## src/verilog/mdu_pkg.sv

```systemverilog
`default_nettype none

package mdu_pkg;

  // External operation, bit 2 selects the divider
  typedef enum logic [2:0] {
    MDU_MUL    = 3'd0,
    MDU_MULH   = 3'd1,
    MDU_MULHSU = 3'd2,
    MDU_MULHU  = 3'd3,
    MDU_DIV    = 3'd4,
    MDU_DIVU   = 3'd5,
    MDU_REM    = 3'd6,
    MDU_REMU   = 3'd7
  } mdu_op_e;

  // Bit 1 clear means operand B is signed
  typedef enum logic [1:0] {
    MUL_OP_MUL    = 2'd0,
    MUL_OP_MULH   = 2'd1,
    MUL_OP_MULHSU = 2'd2,
    MUL_OP_MULHU  = 2'd3
  } mul_op_e;

  // Bit 0 set for unsigned, bit 1 set for remainder
  typedef enum logic [1:0] {
    DIV_OP_DIV  = 2'd0,
    DIV_OP_DIVU = 2'd1,
    DIV_OP_REM  = 2'd2,
    DIV_OP_REMU = 2'd3
  } div_op_e;

endpackage

`default_nettype wire

```

## src/verilog/mdu_div.sv

```systemverilog
`timescale 1ns/100ps
`default_nettype none

module mdu_div (
  input  logic             clk_i,
  input  logic             rst_ni,
  input  logic [63:0]      operand_a_i,
  input  logic [63:0]      operand_b_i,
  input  mdu_pkg::div_op_e req_op_i,
  input  logic             req_word_i,
  input  logic             req_valid_i,
  output logic             req_ready_o,
  output logic             resp_valid_o,
  output logic [63:0]      resp_value_o
);

  typedef enum logic [1:0] {
    StateIdle,
    StateDivide,
    StateFinish
  } state_e;

  state_e state_q, state_d;
  logic [5:0]  iter_q, iter_d;

  logic        op_rem_q, op_rem_d;
  logic        op_word_q, op_word_d;
  logic        neg_quo_q, neg_quo_d;
  logic        neg_rem_q, neg_rem_d;
  logic [63:0] divisor_q, divisor_d;
  logic [63:0] quo_q, quo_d;
  logic [63:0] rem_q, rem_d;

  // Request decode
  logic        op_signed;
  logic [63:0] a_ext, b_ext;
  logic        a_neg, b_neg;
  logic [63:0] a_abs, b_abs;
  logic        div_zero, div_ovf;

  logic [64:0] rem_shift;
  logic [64:0] rem_diff;

  logic [63:0] quo_fix, rem_fix, res;

  logic        o_valid_d;
  logic [63:0] o_value_d;

  assign req_ready_o = state_q == StateIdle;

  always_comb begin
    op_signed = ~req_op_i[0];
    a_ext = req_word_i ? {{32{op_signed & operand_a_i[31]}}, operand_a_i[31:0]} : operand_a_i;
    b_ext = req_word_i ? {{32{op_signed & operand_b_i[31]}}, operand_b_i[31:0]} : operand_b_i;
    a_neg = op_signed & a_ext[63];
    b_neg = op_signed & b_ext[63];
    a_abs = a_neg ? -a_ext : a_ext;
    b_abs = b_neg ? -b_ext : b_ext;
    div_zero = b_ext == '0;
    // Most negative value over -1
    div_ovf = op_signed && (&b_ext) &&
              a_ext == (req_word_i ? {{33{1'b1}}, 31'b0} : {1'b1, 63'b0});
  end

  // One restoring step per cycle
  assign rem_shift = {rem_q, quo_q[63]};
  assign rem_diff  = rem_shift - {1'b0, divisor_q};

  always_comb begin
    quo_fix = neg_quo_q ? -quo_q : quo_q;
    rem_fix = neg_rem_q ? -rem_q : rem_q;
    res     = op_rem_q ? rem_fix : quo_fix;
  end

  always_comb begin
    state_d   = state_q;
    iter_d    = iter_q;
    op_rem_d  = op_rem_q;
    op_word_d = op_word_q;
    neg_quo_d = neg_quo_q;
    neg_rem_d = neg_rem_q;
    divisor_d = divisor_q;
    quo_d     = quo_q;
    rem_d     = rem_q;
    o_valid_d = 1'b0;
    o_value_d = resp_value_o;

    unique case (state_q)
      StateIdle: begin
        if (req_valid_i) begin
          op_rem_d  = req_op_i[1];
          op_word_d = req_word_i;
          divisor_d = b_abs;
          iter_d    = req_word_i ? 6'd31 : 6'd63;
          neg_quo_d = 1'b0;
          neg_rem_d = 1'b0;
          if (div_zero) begin
            quo_d   = '1;
            rem_d   = a_ext;
            state_d = StateFinish;
          end else if (div_ovf) begin
            quo_d   = a_ext;
            rem_d   = '0;
            state_d = StateFinish;
          end else begin
            // Word dividend starts at the top so 32 shifts bring it through
            quo_d     = req_word_i ? {a_abs[31:0], 32'b0} : a_abs;
            rem_d     = '0;
            neg_quo_d = a_neg ^ b_neg;
            neg_rem_d = a_neg;
            state_d   = StateDivide;
          end
        end
      end

      StateDivide: begin
        if (!rem_diff[64]) begin
          rem_d = rem_diff[63:0];
          quo_d = {quo_q[62:0], 1'b1};
        end else begin
          rem_d = rem_shift[63:0];
          quo_d = {quo_q[62:0], 1'b0};
        end
        iter_d = iter_q - 6'd1;
        if (iter_q == 6'd0) begin
          state_d = StateFinish;
        end
      end

      StateFinish: begin
        o_valid_d = 1'b1;
        o_value_d = op_word_q ? {{32{res[31]}}, res[31:0]} : res;
        state_d   = StateIdle;
      end

      default: begin
        state_d = StateIdle;
      end
    endcase
  end

  always_ff @(posedge clk_i or negedge rst_ni) begin
    if (!rst_ni) begin
      state_q      <= StateIdle;
      iter_q       <= 6'd0;
      resp_valid_o <= 1'b0;
    end else begin
      state_q      <= state_d;
      iter_q       <= iter_d;
      resp_valid_o <= o_valid_d;
    end
  end

  always_ff @(posedge clk_i) begin
    op_rem_q     <= op_rem_d;
    op_word_q    <= op_word_d;
    neg_quo_q    <= neg_quo_d;
    neg_rem_q    <= neg_rem_d;
    divisor_q    <= divisor_d;
    quo_q        <= quo_d;
    rem_q        <= rem_d;
    resp_value_o <= o_value_d;
  end

endmodule

`default_nettype wire

```

## src/verilog/mdu_mul_fast.sv

```systemverilog
`timescale 1ns/100ps
`default_nettype none

module mdu_mul_fast (
  input  logic             clk_i,
  input  logic             rst_ni,
  input  logic [63:0]      operand_a_i,
  input  logic [63:0]      operand_b_i,
  input  mdu_pkg::mul_op_e req_op_i,
  input  logic             req_word_i,
  input  logic             req_valid_i,
  output logic             req_ready_o,
  output logic             resp_valid_o,
  output logic [63:0]      resp_value_o
);

  typedef enum logic {
    StateIdle,
    StateProgress
  } state_e;

  state_e state_q, state_d;

  // Operands widened to 65 bits so each partial product is a signed 33x33
  logic [64:0] a_q, a_d;
  logic [64:0] b_q, b_d;
  logic        op_low_q, op_low_d;
  logic        op_word_q, op_word_d;

  // Steps lo*lo, hi*lo, lo*hi, hi*hi; bit 0 picks the A half, bit 1 the B half
  logic [1:0]  sel_step_q, sel_step_d;
  logic [1:0]  mac_step_q, mac_step_d;
  logic        mac_vld_q, mac_vld_d;
  logic [32:0] mac_a_q, mac_a_d;
  logic [32:0] mac_b_q, mac_b_d;

  logic [65:0] accum_q, accum_d;
  logic [65:0] mac_prod;

  logic        o_valid_d;
  logic [63:0] o_value_d;

  assign req_ready_o = state_q == StateIdle;

  assign mac_prod = $signed(accum_q) + $signed(mac_a_q) * $signed(mac_b_q);

  always_comb begin
    state_d    = state_q;
    a_d        = a_q;
    b_d        = b_q;
    op_low_d   = op_low_q;
    op_word_d  = op_word_q;
    sel_step_d = sel_step_q;
    mac_step_d = mac_step_q;
    mac_vld_d  = 1'b0;
    mac_a_d    = mac_a_q;
    mac_b_d    = mac_b_q;
    accum_d    = accum_q;
    o_valid_d  = 1'b0;
    o_value_d  = resp_value_o;

    unique case (state_q)
      StateIdle: begin
        if (req_valid_i) begin
          a_d = {(req_op_i != mdu_pkg::MUL_OP_MULHU) & operand_a_i[63], operand_a_i};
          b_d = {~req_op_i[1] & operand_b_i[63], operand_b_i};
          op_low_d   = req_op_i == mdu_pkg::MUL_OP_MUL;
          op_word_d  = req_word_i;
          sel_step_d = 2'd0;
          accum_d    = '0;
          state_d    = StateProgress;
        end
      end

      StateProgress: begin
        // Operand select runs one step ahead of the multiply-accumulate
        mac_a_d    = sel_step_q[0] ? a_q[64:32] : {1'b0, a_q[31:0]};
        mac_b_d    = sel_step_q[1] ? b_q[64:32] : {1'b0, b_q[31:0]};
        mac_step_d = sel_step_q;
        mac_vld_d  = 1'b1;
        sel_step_d = sel_step_q + 2'd1;

        if (mac_vld_q) begin
          unique case (mac_step_q)
            2'd0: begin
              o_value_d = {{32{mac_prod[31]}}, mac_prod[31:0]};
              accum_d   = {{32{mac_prod[65]}}, mac_prod[65:32]};
              // Word forms only need the low partial product
              if (op_word_q) begin
                o_valid_d = 1'b1;
                state_d   = StateIdle;
              end
            end
            2'd1: begin
              accum_d = mac_prod;
            end
            2'd2: begin
              o_value_d[63:32] = mac_prod[31:0];
              accum_d          = {{32{mac_prod[65]}}, mac_prod[65:32]};
              if (op_low_q) begin
                o_valid_d = 1'b1;
                state_d   = StateIdle;
              end
            end
            default: begin
              o_value_d = mac_prod[63:0];
              o_valid_d = 1'b1;
              state_d   = StateIdle;
            end
          endcase
        end
      end
    endcase
  end

  always_ff @(posedge clk_i or negedge rst_ni) begin
    if (!rst_ni) begin
      state_q      <= StateIdle;
      sel_step_q   <= 2'd0;
      mac_vld_q    <= 1'b0;
      resp_valid_o <= 1'b0;
    end else begin
      state_q      <= state_d;
      sel_step_q   <= sel_step_d;
      mac_vld_q    <= mac_vld_d;
      resp_valid_o <= o_valid_d;
    end
  end

  always_ff @(posedge clk_i) begin
    a_q          <= a_d;
    b_q          <= b_d;
    op_low_q     <= op_low_d;
    op_word_q    <= op_word_d;
    mac_step_q   <= mac_step_d;
    mac_a_q      <= mac_a_d;
    mac_b_q      <= mac_b_d;
    accum_q      <= accum_d;
    resp_value_o <= o_value_d;
  end

endmodule

`default_nettype wire

```

## src/verilog/mdu_top.sv

```systemverilog
`timescale 1ns/100ps
`default_nettype none

module mdu_top (
  input  logic             clk_i,
  input  logic             rst_ni,
  input  logic [63:0]      operand_a_i,
  input  logic [63:0]      operand_b_i,
  input  mdu_pkg::mdu_op_e req_op_i,
  input  logic             req_word_i,
  input  logic             req_valid_i,
  output logic             req_ready_o,
  output logic             resp_valid_o,
  output logic [63:0]      resp_value_o
);

  logic             is_div;
  mdu_pkg::mul_op_e mul_op;
  mdu_pkg::div_op_e div_op;

  logic        mul_req_valid, div_req_valid;
  logic        mul_req_ready, div_req_ready;
  logic        mul_resp_valid, div_resp_valid;
  logic [63:0] mul_resp_value, div_resp_value;

  // Low two bits carry the unit-local operation
  assign is_div = req_op_i[2];
  assign mul_op = mdu_pkg::mul_op_e'(req_op_i[1:0]);
  assign div_op = mdu_pkg::div_op_e'(req_op_i[1:0]);

  // Only one operation in flight across both units
  assign req_ready_o   = mul_req_ready & div_req_ready;
  assign mul_req_valid = req_valid_i & req_ready_o & ~is_div;
  assign div_req_valid = req_valid_i & req_ready_o & is_div;

  mdu_mul_fast u_mul (
    .clk_i        (clk_i),
    .rst_ni       (rst_ni),
    .operand_a_i  (operand_a_i),
    .operand_b_i  (operand_b_i),
    .req_op_i     (mul_op),
    .req_word_i   (req_word_i),
    .req_valid_i  (mul_req_valid),
    .req_ready_o  (mul_req_ready),
    .resp_valid_o (mul_resp_valid),
    .resp_value_o (mul_resp_value)
  );

  mdu_div u_div (
    .clk_i        (clk_i),
    .rst_ni       (rst_ni),
    .operand_a_i  (operand_a_i),
    .operand_b_i  (operand_b_i),
    .req_op_i     (div_op),
    .req_word_i   (req_word_i),
    .req_valid_i  (div_req_valid),
    .req_ready_o  (div_req_ready),
    .resp_valid_o (div_resp_valid),
    .resp_value_o (div_resp_value)
  );

  assign resp_valid_o = mul_resp_valid | div_resp_valid;
  assign resp_value_o = div_resp_valid ? div_resp_value : mul_resp_value;

endmodule

`default_nettype wire
```

## config.mk

```make
export PLATFORM = sky130hd
export DESIGN_NAME = mdu_top
export DESIGN_NICKNAME = d
export VERILOG_FILES = /design/src/verilog/mdu_pkg.sv /design/src/verilog/mdu_div.sv /design/src/verilog/mdu_mul_fast.sv /design/src/verilog/mdu_top.sv
export SDC_FILE = /design/constraint.sdc
export NUM_CORES = 2
export LEC_CHECK = 0
export BUFFER_PORTS_ARGS = -buffer_cell sky130_fd_sc_hd__buf_2
export CAP_MARGIN = 20
export CELL_PAD_IN_SITES_DETAIL_PLACEMENT = 0
export CELL_PAD_IN_SITES_GLOBAL_PLACEMENT = 2
export CORE_UTILIZATION = 43
export CTS_BUF_LIST = sky130_fd_sc_hd__clkbuf_4 sky130_fd_sc_hd__clkbuf_8 sky130_fd_sc_hd__clkbuf_16
export CTS_CLUSTER_SIZE = 12
export DETAILED_ROUTE_END_ITERATION = 6
export HOLD_SLACK_MARGIN = 0.12
export PLACE_DENSITY = 0.8
export SETUP_SLACK_MARGIN = 0.15
export SLEW_MARGIN = 20
export SYNTH_ARGS = -nofsm -noshare
export SYNTH_HDL_FRONTEND = slang
export SYNTH_SLANG_ARGS = --single-unit
```

## constraint.sdc

```tcl
create_clock -name clk_i -period 12.3 [get_ports clk_i]
set_input_delay 0.615 -clock clk_i [delete_from_list [all_inputs] [get_ports clk_i]]
set_output_delay 0.615 -clock clk_i [all_outputs]
set_load 0.02 [all_outputs]
```

==> impl_metrics.env <==
export IMPL_synthArstFlopShare_pct=2.318
export IMPL_synth_ff_type="edfxtp_1"
export IMPL_clock_path_buffers=3
export IMPL_max_cap_violations=0
export IMPL_rr_endpoint="u_mul.accum_q[36]$_SDFFCE_PN0P_"
export IMPL_synth_edff_count=590
export IMPL_ff2ff_path_depth=26
export IMPL_drive_above_1_share_pct=8.220
export IMPL_wl_mm=270.7
export IMPL_synth_top_family_by_area="adder cells"
export IMPL_area_growth_pct=7.595
export IMPL_ys_seq_area_share_pct=23.48
export IMPL_holdWs_ns=0.1795
export IMPL_post_cts_resized=0
export IMPL_yosysWarnings=0
export IMPL_grt_usage_pct=30.30
export IMPL_ys_ff_latch=604
export IMPL_cts_setup_buffers=0
export IMPL_yosysTopAreaCell="fa_1"
export IMPL_core_sq_um=176900
export IMPL_dp_hpwl_mm=220.8
export IMPL_dr_pass1_iters=6
export IMPL_cp_max_fo=26
export IMPL_fin_tns_setup_ns=0
export IMPL_grt_setup_unrepaired="no"
export IMPL_drcViolationCount=0
export IMPL_ctsHtreeMaxLevel=3
export IMPL_die_h_um=425.0
export IMPL_end_kind="flip-flop"
export IMPL_startpoint_type="flip-flop"
export IMPL_fin_nets=9626
export IMPL_hp_start="operand_b_i[56]"
export IMPL_dieArea_sq_um=180600
export IMPL_min_to="u_mul.b_q[56]$_DFFE_PP_"
export IMPL_wire_per_inst_um=26.22
export IMPL_grt_pass1_wl_mm=400.8
export IMPL_grt_overflow_total=0
export IMPL_clock_sinks=604
export IMPL_run_status="finished clean"
export IMPL_synthTopCellsByArea="fa_1, edfxtp_1, inv_1"
export IMPL_worst_r2r_setup_slack_ns=2.69
export IMPL_worst_pin_slew_ns=1.239
export IMPL_crit_start="u_mul.mac_a_q[25]$_DFFE_PP_"
export IMPL_synth_avg_cell_area_sq_um=9.693
export IMPL_timing_final_crit_share_pct=78.16
export IMPL_synthSimpleGateAreaFrac_pct=14.40
export IMPL_chipWidth_um=425.0
export IMPL_post_place_ws_ns=2.281
export IMPL_syn_cell_area_sq_um=76930
export IMPL_synth_top_area_share_pct=32.53
export IMPL_max_freq_mhz=104.0
export IMPL_postCtsHoldBufs=1
export IMPL_drt_iter0_markers=3868
export IMPL_layout_common_cells="inv_1, fa_1, nand2_1"
export IMPL_cp_required_ns=12.69
export IMPL_antenna_found_initial=21
export IMPL_ioPinCount=201
export IMPL_ant_nets=0
export IMPL_path_clk_slew_ns=0.06
export IMPL_synth_compound_area_share_pct=9.178
export IMPL_rows=154
export IMPL_cp_slowest_cell="edfxtp_1"
export IMPL_min_path_type="in -> reg"
export IMPL_skew_ns=0.03548
export IMPL_synthXorXnorAreaFrac_pct=4.154
export IMPL_synthCells=7937
export IMPL_drv_slew=0
export IMPL_numCtsBuffers=71
export IMPL_path_class="reg -> reg"
export IMPL_setup_violations=0
export IMPL_gp_congestion=0.9629
export IMPL_cts_root_buf="clkbuf_16"
export IMPL_setup_ws_ns=2.686
export IMPL_r2r_start="u_mul.mac_a_q[25]$_DFFE_PP_"
export IMPL_worst_ep_arrival_time_ns=10.00
export IMPL_timing_hold_violations_final=0
export IMPL_grt_max_degree=114
export IMPL_insertion_delay_ns=0.69
export IMPL_cp_slowest_stage_delay_ns=1.02
export IMPL_synthMuxAreaShare_pct=2.200
export IMPL_crit_top_cell="fa_1"
export IMPL_synthAdderAreaFrac_pct=37.55
export IMPL_start_util_pct=43.49
export IMPL_final_common_cell="inv_1"
export IMPL_cts_tree="built"
export IMPL_syn_nets=9631
export IMPL_holdPathStages=1
export IMPL_slew_headroom_pct=16.37
export IMPL_vias=56830
export IMPL_port_buffers=200
export IMPL_fin_crit_ns=9.614
export IMPL_grt_pass1_vias=58790
export IMPL_synth_cell_type_count=97
export IMPL_via_per_inst=5.505
cells in the mapped netlist, drive strengths merged (31+ instances only):
master  number
or3         39
nor3        72
ha         309
mux2       129
a31oi       51
clkbuf     351
o21ai      327
nand2b      32
o31ai       70
xor2       156
fa        1250
nor4        31
inv       1430
nand2      911
buf         54
a21o        76
nand3       62
edfxtp     590
nand4       51
and2       591
xnor2      208
or2         31
a21oi      382
nor2       355
stage by stage:
step	std cells	util, %	instance area (sq um)
floorplan	7937	-	76930
global route	10320	46.79	82770
CTS	10320	46.76	82710
global placement	10190	45.38	80260
finish	10320	46.80	82780
detailed placement	10190	45.41	80330
sequential cells by signal, indices dropped and copies added, names as in the netlist, 33 cells and up:
name	count
u_mul.b_q	65
u_mul.mac_a_q	33
u_div.rem_q	64
u_div.quo_q	64
u_div.resp_value_o	64
u_mul.resp_value_o	64
u_mul.mac_b_q	33
u_mul.accum_q	66
u_div.divisor_q	64
u_mul.a_q	65
cell families after synthesis:
family / Yosys count
compound gates: 1150
flops: 604
mux: 153
buf+inv: 1836
fa+ha+maj: 1559
xor+xnor: 364
simple gates: 2271
layer usage:
layer  vias up  share of wire [%]  GRT usage [%]
met1     29400                 41          38.71
met4        16                4.9          13.00
li1      25200                  -              -
met2      1747                 50          52.32
met3       470                4.5          2.869
met5         -              0.036              0
critical path: cells and delay by family (launching register included):
family	cells	cell delay, ns
AO/OA/AOI/OAI	7	1.89
adder cells (fa/ha/maj)	9	4.30
buffers and inverters	5	0.66
flip-flops	1	1.02
multiplexers	1	0.32
AND/OR/NAND/NOR	4	1.10
cell type report:
type	instances	area (sq um)
repair buffers	327	2037
clock inverters	35	406.6
flip-flops and latches	604	18070
diodes	3	7.507
multi-input cells	5497	51980
inverters	1431	5376
fillers	17000	94110
well taps	2340	2928
clock buffers	87	1963
worst max-delay path by stage:
stage | end | slack [ns] | cells past startpoint
global placement | u_mul.accum_q[46]$_SDFFCE_PN0P_ | 2.42 | 23
detailed placement | u_mul.accum_q[36]$_SDFFCE_PN0P_ | 2.28 | 25
finish | u_mul.accum_q[36]$_SDFFCE_PN0P_ | 2.69 | 26
CTS | u_mul.accum_q[36]$_SDFFCE_PN0P_ | 2.23 | 25
global route | u_mul.accum_q[36]$_SDFFCE_PN0P_ | 2.16 | 26
floorplan | u_mul.accum_q[61]$_SDFFCE_PN0P_ | 3.76 | 26
Power is left out: the tool's default activity adds up to more than one toggle a clock period on the data nets, which glitch-free logic cannot reach.
